**config.mk**
```make
export PLATFORM = sky130hd
export DESIGN_NAME = cop_top
export DESIGN_NICKNAME = d
export VERILOG_FILES = /design/src/verilog/cop_pkg.sv /design/src/verilog/cop_decode.sv /design/src/verilog/cop_execute.sv /design/src/verilog/cop_top.sv /design/src/verilog/cop_trace.sv
export VERILOG_INCLUDE_DIRS = /design/src /design/src/verilog
export SDC_FILE = /design/constraint.sdc
export NUM_CORES = 1
export LEC_CHECK = 0
export BUFFER_PORTS_ARGS = -buffer_cell sky130_fd_sc_hd__buf_2
export CAP_MARGIN = 20
export CORE_AREA = 2 2 333 335
export DETAILED_ROUTE_END_ITERATION = 6
export DIE_AREA = 0 0 335 337
export PLACE_DENSITY_LB_ADDON = 0.05
export SKIP_LAST_GASP = 1
export SYNTH_ARGS = -nofsm -noshare
export SYNTH_HDL_FRONTEND = slang
export SYNTH_SLANG_ARGS = --single-unit
```
**constraint.sdc**
```tcl
create_clock -name g_clk -period 11 [get_ports g_clk]
set_clock_uncertainty 0.05 [all_clocks]
set_input_delay 1.1 -clock g_clk [delete_from_list [all_inputs] [get_ports g_clk]]
set_output_delay 1.1 -clock g_clk [all_outputs]
set_load 0.05 [all_outputs]
```
**src/verilog/cop_defs.svh**
```systemverilog
// Sizes shared by package and RTL; CPR index width must cover the CPR count
`ifndef COP_DEFS_SVH
`define COP_DEFS_SVH

// ------------------------------
// Datapath sizes
// ------------------------------

// Data and instruction word width
`define COP_XLEN   32

// Number of coprocessor registers
`define COP_NCPR   16

// CPR index width, log2 of COP_NCPR
`define COP_CPR_AW 4

`endif

```
**src/verilog/cop_pkg.sv**
```systemverilog
// Opcodes live in insn[3:0], bit 3 marks the immediate form; only five opcodes are legal
`include "cop_defs.svh"

package cop_pkg;

    // ------------------------------
    // Opcodes and result codes
    // ------------------------------
    localparam logic [3:0] OP_ADD  = 4'h0; // cpr[rd] = cpr[a] + cpr[b]
    localparam logic [3:0] OP_XOR  = 4'h1; // cpr[rd] = cpr[a] ^ cpr[b]
    localparam logic [3:0] OP_ROTL = 4'h2; // Rotate left by cpr[b][4:0]
    localparam logic [3:0] OP_MVC  = 4'h3; // gpr[dst] = cpr[a]
    localparam logic [3:0] OP_LDI  = 4'h8; // cpr[rd] = rs1 ^ imm

    localparam logic [2:0] RES_OK    = 3'd0;
    localparam logic [2:0] RES_BADOP = 3'd1;

    // ------------------------------
    // Instruction word views
    // ------------------------------
    typedef struct packed {
        logic [10:0] unused;
        logic [4:0]  gpr_dst; // CPU register for mvc
        logic [3:0]  rs_b;
        logic [3:0]  rs_a;
        logic [3:0]  rd;
        logic [3:0]  opcode;
    } cop_rform_s;

    typedef struct packed {
        logic [15:0] imm;     // Zero-extended on use
        logic [7:0]  unused;
        logic [3:0]  rd;
        logic [3:0]  opcode;
    } cop_iform_s;

    typedef union packed {
        cop_rform_s r;
        cop_iform_s i;
    } cop_insn_u;

    // Decode to execute
    typedef struct packed {
        logic [3:0]             op;
        logic [`COP_CPR_AW-1:0] rd;
        logic [`COP_CPR_AW-1:0] rs_a;
        logic [`COP_CPR_AW-1:0] rs_b;
        logic [4:0]             gpr_dst;
        logic [15:0]            imm;
        logic                   bad;     // Undefined opcode
        logic [`COP_XLEN-1:0]   insn;    // Raw encoding, kept for trace
        logic [`COP_XLEN-1:0]   rs1;
    } cop_op_s;

    // Execute to capture
    typedef struct packed {
        logic [2:0]             result;
        logic                   wen;
        logic [4:0]             waddr;
        logic [`COP_XLEN-1:0]   wdata;
        logic                   cpr_wen;
        logic [`COP_CPR_AW-1:0] cpr_idx;
        logic [`COP_XLEN-1:0]   cpr_old;
        logic [`COP_XLEN-1:0]   cpr_new;
        logic [`COP_XLEN-1:0]   insn;
        logic [`COP_XLEN-1:0]   rs1;
    } cop_rsp_s;

    // External trace record, same content as the response for now
    typedef struct packed {
        logic [2:0]             result;
        logic                   wen;
        logic [4:0]             waddr;
        logic [`COP_XLEN-1:0]   wdata;
        logic                   cpr_wen;
        logic [`COP_CPR_AW-1:0] cpr_idx;
        logic [`COP_XLEN-1:0]   cpr_old;
        logic [`COP_XLEN-1:0]   cpr_new;
        logic [`COP_XLEN-1:0]   insn;
        logic [`COP_XLEN-1:0]   rs1;
    } cop_trace_s;

endpackage

```
**src/verilog/cop_decode.sv**
```systemverilog
// CPU must hold enc and rs1 while req is high and ack low; ack stays low one cycle past reset
`timescale 1ns/1ps
`include "cop_defs.svh"

module cop_decode (
    input  logic                 g_clk,
    input  logic                 g_resetn,
    input  logic                 cpu_insn_req,  // Instruction request
    input  logic [`COP_XLEN-1:0] cpu_insn_enc,  // Encoded instruction
    input  logic [`COP_XLEN-1:0] cpu_rs1,       // RS1 source data
    input  logic                 exe_ready,     // Execute can take dec_op
    output logic                 cop_insn_ack,
    output logic                 dec_valid,
    output cop_pkg::cop_op_s     dec_op
);

    cop_pkg::cop_insn_u insn;    // Both views of the word
    cop_pkg::cop_op_s   op_d;
    logic               run_q;   // Low through reset
    logic               accept;

    assign insn         = cpu_insn_enc;
    assign cop_insn_ack = run_q && (!dec_valid || exe_ready); // Empty or draining
    assign accept       = cpu_insn_req && cop_insn_ack;

    // ------------------------------
    // Field extraction
    // ------------------------------
    always_comb begin
        op_d      = '0;
        op_d.op   = insn.r.opcode;
        op_d.rd   = insn.r.rd;       // Same place in both forms
        op_d.insn = cpu_insn_enc;
        op_d.rs1  = cpu_rs1;
        if (insn.r.opcode[3]) begin  // Immediate form
            op_d.imm = insn.i.imm;
        end else begin
            op_d.rs_a    = insn.r.rs_a;
            op_d.rs_b    = insn.r.rs_b;
            op_d.gpr_dst = insn.r.gpr_dst;
        end
        case (insn.r.opcode)
            cop_pkg::OP_ADD, cop_pkg::OP_XOR, cop_pkg::OP_ROTL,
            cop_pkg::OP_MVC, cop_pkg::OP_LDI: op_d.bad = 1'b0;
            default:                          op_d.bad = 1'b1;
        endcase
    end

    // Control state
    always_ff @(posedge g_clk) begin
        if (!g_resetn) begin
            run_q     <= 1'b0;
            dec_valid <= 1'b0;
        end else begin
            run_q <= 1'b1;
            if (accept) begin
                dec_valid <= 1'b1;
            end else if (exe_ready) begin
                dec_valid <= 1'b0;     // Taken by execute
            end
        end
    end

    always_ff @(posedge g_clk) begin
        if (accept) begin
            dec_op <= op_d;
        end
    end

    // Checks
    a_no_valid_in_reset: assert property (@(posedge g_clk) !g_resetn |=> !dec_valid);

    a_hold_when_stalled: assert property (@(posedge g_clk) disable iff (!g_resetn)
        dec_valid && !exe_ready |=> dec_valid && $stable(dec_op));

endmodule

```
**src/verilog/cop_execute.sv**
```systemverilog
// One op per cycle; a new op is taken only when the pending response completes the same cycle
`timescale 1ns/1ps
`include "cop_defs.svh"

module cop_execute (
    input  logic                 g_clk,
    input  logic                 g_resetn,
    input  logic                 dec_valid,
    input  cop_pkg::cop_op_s     dec_op,
    input  logic                 cpu_insn_ack,  // Response acknowledge
    output logic                 exe_ready,
    output logic                 cop_insn_rsp,  // Response pending
    output logic [2:0]           cop_result,
    output logic                 cop_wen,
    output logic [4:0]           cop_waddr,
    output logic [`COP_XLEN-1:0] cop_wdata,
    output logic                 rsp_fire,      // rsp and ack this cycle
    output cop_pkg::cop_rsp_s    rsp_rec
);

    logic [`COP_XLEN-1:0]   cprs [`COP_NCPR];
    logic [`COP_XLEN-1:0]   opa;
    logic [`COP_XLEN-1:0]   opb;
    logic [2*`COP_XLEN-1:0] rot_w;   // Doubled word for rotate
    cop_pkg::cop_rsp_s      rsp_d;
    cop_pkg::cop_rsp_s      rsp_q;
    logic                   exe_fire;

    assign rsp_fire  = cop_insn_rsp && cpu_insn_ack;
    assign exe_ready = !cop_insn_rsp || cpu_insn_ack;
    assign exe_fire  = dec_valid && exe_ready;

    assign opa   = cprs[dec_op.rs_a];
    assign opb   = cprs[dec_op.rs_b];
    assign rot_w = {opa, opa} << opb[4:0];

    // ------------------------------
    // Operation
    // ------------------------------
    always_comb begin
        rsp_d         = '0;
        rsp_d.result  = cop_pkg::RES_OK;
        rsp_d.insn    = dec_op.insn;
        rsp_d.rs1     = dec_op.rs1;
        rsp_d.cpr_idx = dec_op.rd;
        rsp_d.cpr_old = cprs[dec_op.rd];
        rsp_d.cpr_new = cprs[dec_op.rd];  // Unchanged unless written
        if (dec_op.bad) begin
            rsp_d.result = cop_pkg::RES_BADOP;
        end else begin
            case (dec_op.op)
                cop_pkg::OP_ADD: begin
                    rsp_d.cpr_wen = 1'b1;
                    rsp_d.cpr_new = opa + opb;
                end
                cop_pkg::OP_XOR: begin
                    rsp_d.cpr_wen = 1'b1;
                    rsp_d.cpr_new = opa ^ opb;
                end
                cop_pkg::OP_ROTL: begin
                    rsp_d.cpr_wen = 1'b1;
                    rsp_d.cpr_new = rot_w[2*`COP_XLEN-1:`COP_XLEN];
                end
                cop_pkg::OP_MVC: begin             // Read out to CPU
                    rsp_d.wen   = 1'b1;
                    rsp_d.waddr = dec_op.gpr_dst;
                    rsp_d.wdata = opa;
                end
                cop_pkg::OP_LDI: begin
                    rsp_d.cpr_wen = 1'b1;
                    rsp_d.cpr_new = dec_op.rs1 ^ {{(`COP_XLEN-16){1'b0}}, dec_op.imm};
                end
                default: rsp_d.result = cop_pkg::RES_BADOP;
            endcase
        end
    end

    // CPR file and response flag
    always_ff @(posedge g_clk) begin
        if (!g_resetn) begin
            for (int i = 0; i < `COP_NCPR; i++) begin
                cprs[i] <= '0;
            end
            cop_insn_rsp <= 1'b0;
        end else begin
            if (exe_fire && rsp_d.cpr_wen) begin
                cprs[rsp_d.cpr_idx] <= rsp_d.cpr_new;
            end
            if (exe_fire) begin
                cop_insn_rsp <= 1'b1;
            end else if (cpu_insn_ack) begin
                cop_insn_rsp <= 1'b0;  // Completed
            end
        end
    end

    always_ff @(posedge g_clk) begin
        if (exe_fire) begin
            rsp_q <= rsp_d;
        end
    end

    assign cop_result = rsp_q.result;
    assign cop_wen    = cop_insn_rsp && rsp_q.wen;  // Only with a live response
    assign cop_waddr  = rsp_q.waddr;
    assign cop_wdata  = rsp_q.wdata;
    assign rsp_rec    = rsp_q;

    a_rsp_stable: assert property (@(posedge g_clk) disable iff (!g_resetn)
        cop_insn_rsp && !cpu_insn_ack |=> cop_insn_rsp && $stable(rsp_q));

endmodule

```
**src/verilog/cop_top.sv**
```systemverilog
// Two-stage coprocessor plus trace capture; cpu_insn_ack feeds back combinationally to cop_insn_ack
`timescale 1ns/1ps
`include "cop_defs.svh"

module cop_top (
    input  logic                 g_clk,
    input  logic                 g_resetn,
    input  logic                 cpu_insn_req,  // Instruction request
    input  logic [`COP_XLEN-1:0] cpu_insn_enc,
    input  logic [`COP_XLEN-1:0] cpu_rs1,
    input  logic                 cpu_insn_ack,  // Response acknowledge
    output logic                 cop_insn_ack,
    output logic                 cop_insn_rsp,
    output logic [2:0]           cop_result,
    output logic                 cop_wen,
    output logic [4:0]           cop_waddr,
    output logic [`COP_XLEN-1:0] cop_wdata,
    output logic                 trace_valid,
    output cop_pkg::cop_trace_s  trace_rec
);

    // ------------------------------
    // Stage links
    // ------------------------------
    logic              dec_valid;
    cop_pkg::cop_op_s  dec_op;
    logic              exe_ready;
    logic              rsp_fire;
    cop_pkg::cop_rsp_s rsp_rec;

    cop_decode i_decode (
        .g_clk        (g_clk),
        .g_resetn     (g_resetn),
        .cpu_insn_req (cpu_insn_req),
        .cpu_insn_enc (cpu_insn_enc),
        .cpu_rs1      (cpu_rs1),
        .exe_ready    (exe_ready),
        .cop_insn_ack (cop_insn_ack),
        .dec_valid    (dec_valid),
        .dec_op       (dec_op)
    );

    cop_execute i_execute (
        .g_clk        (g_clk),
        .g_resetn     (g_resetn),
        .dec_valid    (dec_valid),
        .dec_op       (dec_op),
        .cpu_insn_ack (cpu_insn_ack),
        .exe_ready    (exe_ready),
        .cop_insn_rsp (cop_insn_rsp),
        .cop_result   (cop_result),
        .cop_wen      (cop_wen),
        .cop_waddr    (cop_waddr),
        .cop_wdata    (cop_wdata),
        .rsp_fire     (rsp_fire),
        .rsp_rec      (rsp_rec)
    );

    cop_trace i_trace (
        .g_clk        (g_clk),
        .g_resetn     (g_resetn),
        .rsp_fire     (rsp_fire),
        .rsp_rec      (rsp_rec),
        .cpu_insn_req (cpu_insn_req),
        .cop_insn_ack (cop_insn_ack),
        .trace_valid  (trace_valid),
        .trace_rec    (trace_rec)
    );

endmodule

```
**src/verilog/cop_trace.sv**
```systemverilog
// Observer only, never stalls; at most two instructions may be in flight
`timescale 1ns/1ps

module cop_trace (
    input  logic                g_clk,
    input  logic                g_resetn,
    input  logic                rsp_fire,      // Response completes
    input  cop_pkg::cop_rsp_s   rsp_rec,
    input  logic                cpu_insn_req,
    input  logic                cop_insn_ack,
    output logic                trace_valid,   // One-cycle pulse
    output cop_pkg::cop_trace_s trace_rec
);

    logic [1:0] outstanding;  // Accepted but unanswered
    logic       accept;

    assign accept = cpu_insn_req && cop_insn_ack;

    // ------------------------------
    // Control
    // ------------------------------
    always_ff @(posedge g_clk) begin
        if (!g_resetn) begin
            trace_valid <= 1'b0;
            outstanding <= 2'd0;
        end else begin
            trace_valid <= rsp_fire;
            if (accept && !rsp_fire) begin
                outstanding <= outstanding + 2'd1;
            end else if (!accept && rsp_fire) begin
                outstanding <= outstanding - 2'd1;
            end
        end
    end

    // Record capture
    always_ff @(posedge g_clk) begin
        if (rsp_fire) begin
            trace_rec.result  <= rsp_rec.result;
            trace_rec.wen     <= rsp_rec.wen;
            trace_rec.waddr   <= rsp_rec.waddr;
            trace_rec.wdata   <= rsp_rec.wdata;
            trace_rec.cpr_wen <= rsp_rec.cpr_wen;
            trace_rec.cpr_idx <= rsp_rec.cpr_idx;
            trace_rec.cpr_old <= rsp_rec.cpr_old;  // Before value
            trace_rec.cpr_new <= rsp_rec.cpr_new;  // After value
            trace_rec.insn    <= rsp_rec.insn;
            trace_rec.rs1     <= rsp_rec.rs1;
        end
    end

    // ------------------------------
    // Handshake rules
    // ------------------------------

    // One in decode, one in execute at most
    a_max_inflight: assert property (@(posedge g_clk) disable iff (!g_resetn)
        outstanding <= 2'd2);

    // Every response answers an earlier request
    a_rsp_has_req: assert property (@(posedge g_clk) disable iff (!g_resetn)
        rsp_fire |-> outstanding != 2'd0);

endmodule
```
# Word level (Yosys, flattened, before mapping)
# Memory sizes are Yosys's and may differ from the RTL's. A register that Yosys moved wholly into a read port is not among the register bits.
# Index checks and enable logic that the tools add are counted.
# Widths: inputs -> output; s select.
# classes
div,0
n_addsub,1
bitwise_logic,3
mux,24
mul,0
n_shift,1
n_lt_le_gt_ge,0
n_eq_ne,8
reduce_logical,19
# ops
cell,count
$pmux 32 s4,1
$mux 32,2
$shl 64x5->64,1
$mux 38,1
$add 32x32->32,1
$reduce_or 32->1,1
$xor 32x16->32,1
$xor 32x32->32,1
$mux 4,6
$eq 4x2->1 const B,4
$mux 1,14
$reduce_or 5->1,2
$eq 4x1->1 const B,2
$eq 4x4->1 const B,2
$logic_not 4->1,2
$logic_and 1x1->1,6
$reduce_bool 2->1,2
$reduce_or 4->1,1
$logic_not 1->1,2
$logic_or 1x1->1,2
$reduce_or 2->1,1
$not 1->1,1
# word_totals
romBits,0
regBits,454
ram_bits,512
output_inout_bits,218
latchBits,0
input_bits,68
word_cells,90
n_memories,1
# mem_list
name,words,word_bits,rd,rd_ports_with_merged_regs,write_ports,line,source
i_execute.cprs,16,32,3,3,16,cop_execute.sv:21,logic [`COP_XLEN-1:0] cprs [`COP_NCPR];

# Logic depth before layout (Yosys ltp)
# depth
word_depth,10
depth_mapped,22
mapped_depth_nobuf,16

# Hierarchy
# A second synthesis with hierarchy kept.
# unflattened
cells_unflattened,3173
area_unflattened_um2,48332.6
# by_module_without_submodules
module,area_per_inst_um2,cells_per_inst,n_inst,seq_area_each_um2
cop_execute,39918.3,2854,1,20559.7
cop_trace,5251.3,176,1,5245.0
cop_decode,3163.0,143,1,2862.7

# Least setup slack after synthesis
# Ideal clock, no wire load.
# synth_timing
path_type,input port to flip-flop
from,input port cpu_insn_ack
to,"memory i_execute.cprs[12][0] (netlist bit), enable pin"
cell_stages,8
setup_time_ps,389
required_time_ps,10561
path_slack_ps,-463
t_arrival_ps,11023
path_buffers,1
cell_sequence,nor2b_1 -> nor2b_1 -> and3_1 -> nor2b_1 -> nor2b_1 -> nand3_1 -> clkbuf_1 -> nand2_1
# synth_lines
element,line,source
start: declaration,cop_top.sv:11,"input logic cpu_insn_ack,"
end: declaration,cop_execute.sv:21,

==> metrics list <==
* Most used DFF post-synth: edfxtp_1
- Power comes to around 0.0094 W.
- In this run the remaining antenna-violating nets after routing total 0.
* Floorplan die width: 335 µm
- Vias after detailed routing: about 33000
- In the global route stage, overall resource usage came out at between 30% and 40%.
- IO Pins: ~290
- Cell at the root of the clock tree: clkbuf_16
* Measured slew at the worst slew-check pin: approximately 1.2 ns
- Post-CTS repair changed the size of 0 cells.
* Cell area after synthesis: roughly 49000 µm²
- For this run, design rule violations remaining after detail routing come to 0.
- Final min period: 7.23 ns
- In the layout the commonest cells are edfxtp_1 (942), nor2_1 (532), mux4_2 (450), buf_2 (282), nand2_1 (143).
* Via count normalized by instance count: between 6 and 7
- For this run, the number of Yosys warnings is 0.
- Total iterations of the first detailed-routing run: 6
* Floorplan core area: 110000 µm²
* Iteration-0 DRC count of the detailed router: 4243
* Final weighted congestion of routability-driven global placement: about 1
* Unrepaired setup endpoints after global routing: false
- In this run the power density over the cells is ~170 nW/µm².
- The die is between 300 and 400 µm tall.
- Fraction of the cycle the final worst path needs: ~66%
* Clock Path Buffers: 3
- Summing all placed instances gives a cell area of around 52000 µm².
- After clock tree synthesis, the setup repair step added 0 buffers.
- Top area cells in the synthesized netlist: edfxtp_1 (58%), mux4_2 (21%), nor2_1 (4.1%)
- Type of the worst setup path: reg -> reg
- Number of nets in the layout: around 3500
* Most common library cell in the layout ignoring fill and taps: edfxtp_1
- For this run, the top clock speed supported by timing is roughly 0.14 GHz.
- CTS built an H-tree with a depth of 3.
- STA puts the critical path data required time at 11.37 ns.
* Clock Pin Slew Worst Setup and Hold Paths: 0.06 ns
* Grt ovf: 0
- Counting flops with a built-in enable in the synthesized netlist gives roughly 940.
- Leakage component of the power: 19.5 nW
* Initial antenna violation count: 11
- Sequential elements use approximately three fifths of the synthesized area.
- Sink Count: 958
- Wires add up to 187 mm.
- Clock network latency to the later pin of the worst-skew pair: between 0.7 and 0.8 ns
* Setup crit start kind: flip-flop
- TritonCTS built the clock tree.
- Fraction of layout cells with a size suffix above 1: about 30%
- Setup violations remaining at the end of the flow were counted as 0.
- After detailed routing, the average wire length per cell comes to 37.8 µm.
- Area of the die: around 110000 µm²
- Starting Density: 44.6%
- The worst-case IR drop observed on VDD is ~130 µV.
* Synthesis-stage register bit count: between 900 and 1000
* Top cell type by total area after synthesis: edfxtp_1
* Status: finished, final reports clean
- On the final layout, the worst hold slack is about 0.36 ns.
- Counting every instance in the synthesized netlist gives roughly 3200.
- Input and output buffers added on the ports amount to roughly 280.
- Area added between synthesis and finish: 12.4%
- Number of global-route vias before repair: between 30000 and 40000
* Distinct cell type count after synthesis: 90
* Worst Path Arrival: 7.60 ns
- Counting flops with an async set or reset pin after synthesis yields a share of 0%.
* Area share of the largest cell type after synthesis: 57.8%
- Max-slew headroom at the worst pin: between 10% and 20%
- Largest net degree at the start of global routing: approximately 130
- The first global-routing pass estimated roughly 260 mm of wire.
* Accumulated negative setup slack: 0 ns
* DP Wirelength: 120 mm
- Summing all non-filler instances in the final layout gives an area of 55000 µm².
* Final Slew Violations: 0
- Fin. Hold Viols: 0
- Across the run, the number of max-cap violations was 0.
- Per-instance average area after synthesis: between 15 and 20 µm²
- Clock tree synthesis inserted a total of approximately 100 buffers.
* Site Rows: 122
* Hold buffer count at CTS: 0
- The worst setup path is captured at a flip-flop.
- The worst hold path belongs to the class reg -> reg.
* Biggest fanout along the worst timing path: 30
==> per-stage QoR <==
stage | util (%) | instances | setup WS [ns]
floorplan | - | 3243 | 2.99
global placement | 47.0 | 4746 | 3.86
detailed placement | 47.0 | 4748 | 3.84
CTS | 50.1 | 4942 | 3.78
global route | 50.2 | 4945 | 3.32
finish | 50.2 | 4951 | 3.77
==> state kept, by name, summed over array words and instances, names as in the netlist, named ones only <==
name and count:
i_decode.dec_op 94, i_decode.dec_valid 1, i_decode.run_q 1, i_execute.cop_insn_rsp 1, i_execute.cop_result 1, i_execute.cop_waddr 5
i_execute.cop_wdata 32, i_execute.cprs 512, i_execute.rsp_rec 130, i_trace.trace_rec 168, i_trace.trace_valid 1
==> cell type report <==
cell class              count  area [µm²]
fillers                  9316       54600
flip-flops and latches    958       28600
multi-input cells        1950       18800
clock buffers             134        2730
repair buffers            387        2260
well taps                1426        1780
clock inverters            60         646
inverters                  30         115
diodes                      6        15.0
==> cells in the mapped netlist, types with 17 or more instances <==
master      n
buf_2      55
nand2_1   143
inv_1      27
and2_1     62
a21oi_1   127
xor2_1     17
clkbuf_1  164
mux2i_1    22
mux2_2     23
nor2_1    533
buf_4      55
edfxtp_1  942
nor3_1     27
nand3_1    20
a31oi_1    21
a21o_1     20
buf_1      25
xnor2_1    22
a22oi_1   106
o21ai_0    48
a211oi_1   27
ha_1       31
nor2b_1    40
mux4_2    450
==> cell families (layout without fill, tap and decap cells) <==
kind of cell / after synthesis / after routing / synth area share [%]
DFF: 958 / 958 / 58.5
and+or+nand+nor: 886 / 886 / 7.85
muxes: 496 / 496 / 21.7
AOI/OAI and AO/OA: 492 / 492 / 7.17
buffers and inverters: 335 / 611 / 3.22
xor gates and xnor gates: 39 / 39 / 0.698
adders and majority gates: 33 / 33 / 0.854
other: 1 / 10 / 0.00766
==> where the power goes <==
part | leakage (nW) | switching (W) | internal, W
Combinational | 8.44 | 0.00114 | 0.000571
Sequential | 9.41 | 0.000105 | 0.00413
Clock | 1.61 | 0.00149 | 0.00199
Total | 19.5 | 0.00274 | 0.00669
==> critical path, stage by stage (launching register included) <==
cell	delay (ns)
dfxtp_4	0.78
buf_4	0.56
mux4_2	0.57
mux2i_1	0.15
mux2_2	0.23
buf_4	0.33
clkinv_1	0.22
buf_4	0.28
ha_1	0.39
o21a_1	0.14
o31a_1	0.19
o21ai_0	0.12
buf_4	0.17
a2111oi_0	0.90
o21ai_0	0.28
o21ai_0	0.26
xor2_1	0.11
a221oi_2	1.00
nor2_1	0.13
==> final timing paths <==
| check | from | slack (ns) | endpoint | cells past startpoint |
|---|---|---|---|---|
| worst max-delay path | flip-flop | 3.77 | i_execute.cprs[1][26] | 18 |
| worst min-delay path | i_execute.rsp_rec[84] | 0.36 | i_trace.trace_rec[84] | 0 |
| worst max register to register | flip-flop | 3.77 | i_execute.cprs[1][26] | 18 |
| worst min register to register | i_execute.rsp_rec[84] | 0.36 | i_trace.trace_rec[84] | 0 |
==> per-layer routing <==
| layer | GRT usage, % | wire (µm) |
|---|---|---|
| met2 | 51.9 | 85800 |
| met5 | 0 | 18 |
| met3 | 7.18 | 19700 |
| met1 | 46.4 | 74300 |
| met4 | 12.4 | 7410 |
(Power assumes the default switching activity.)
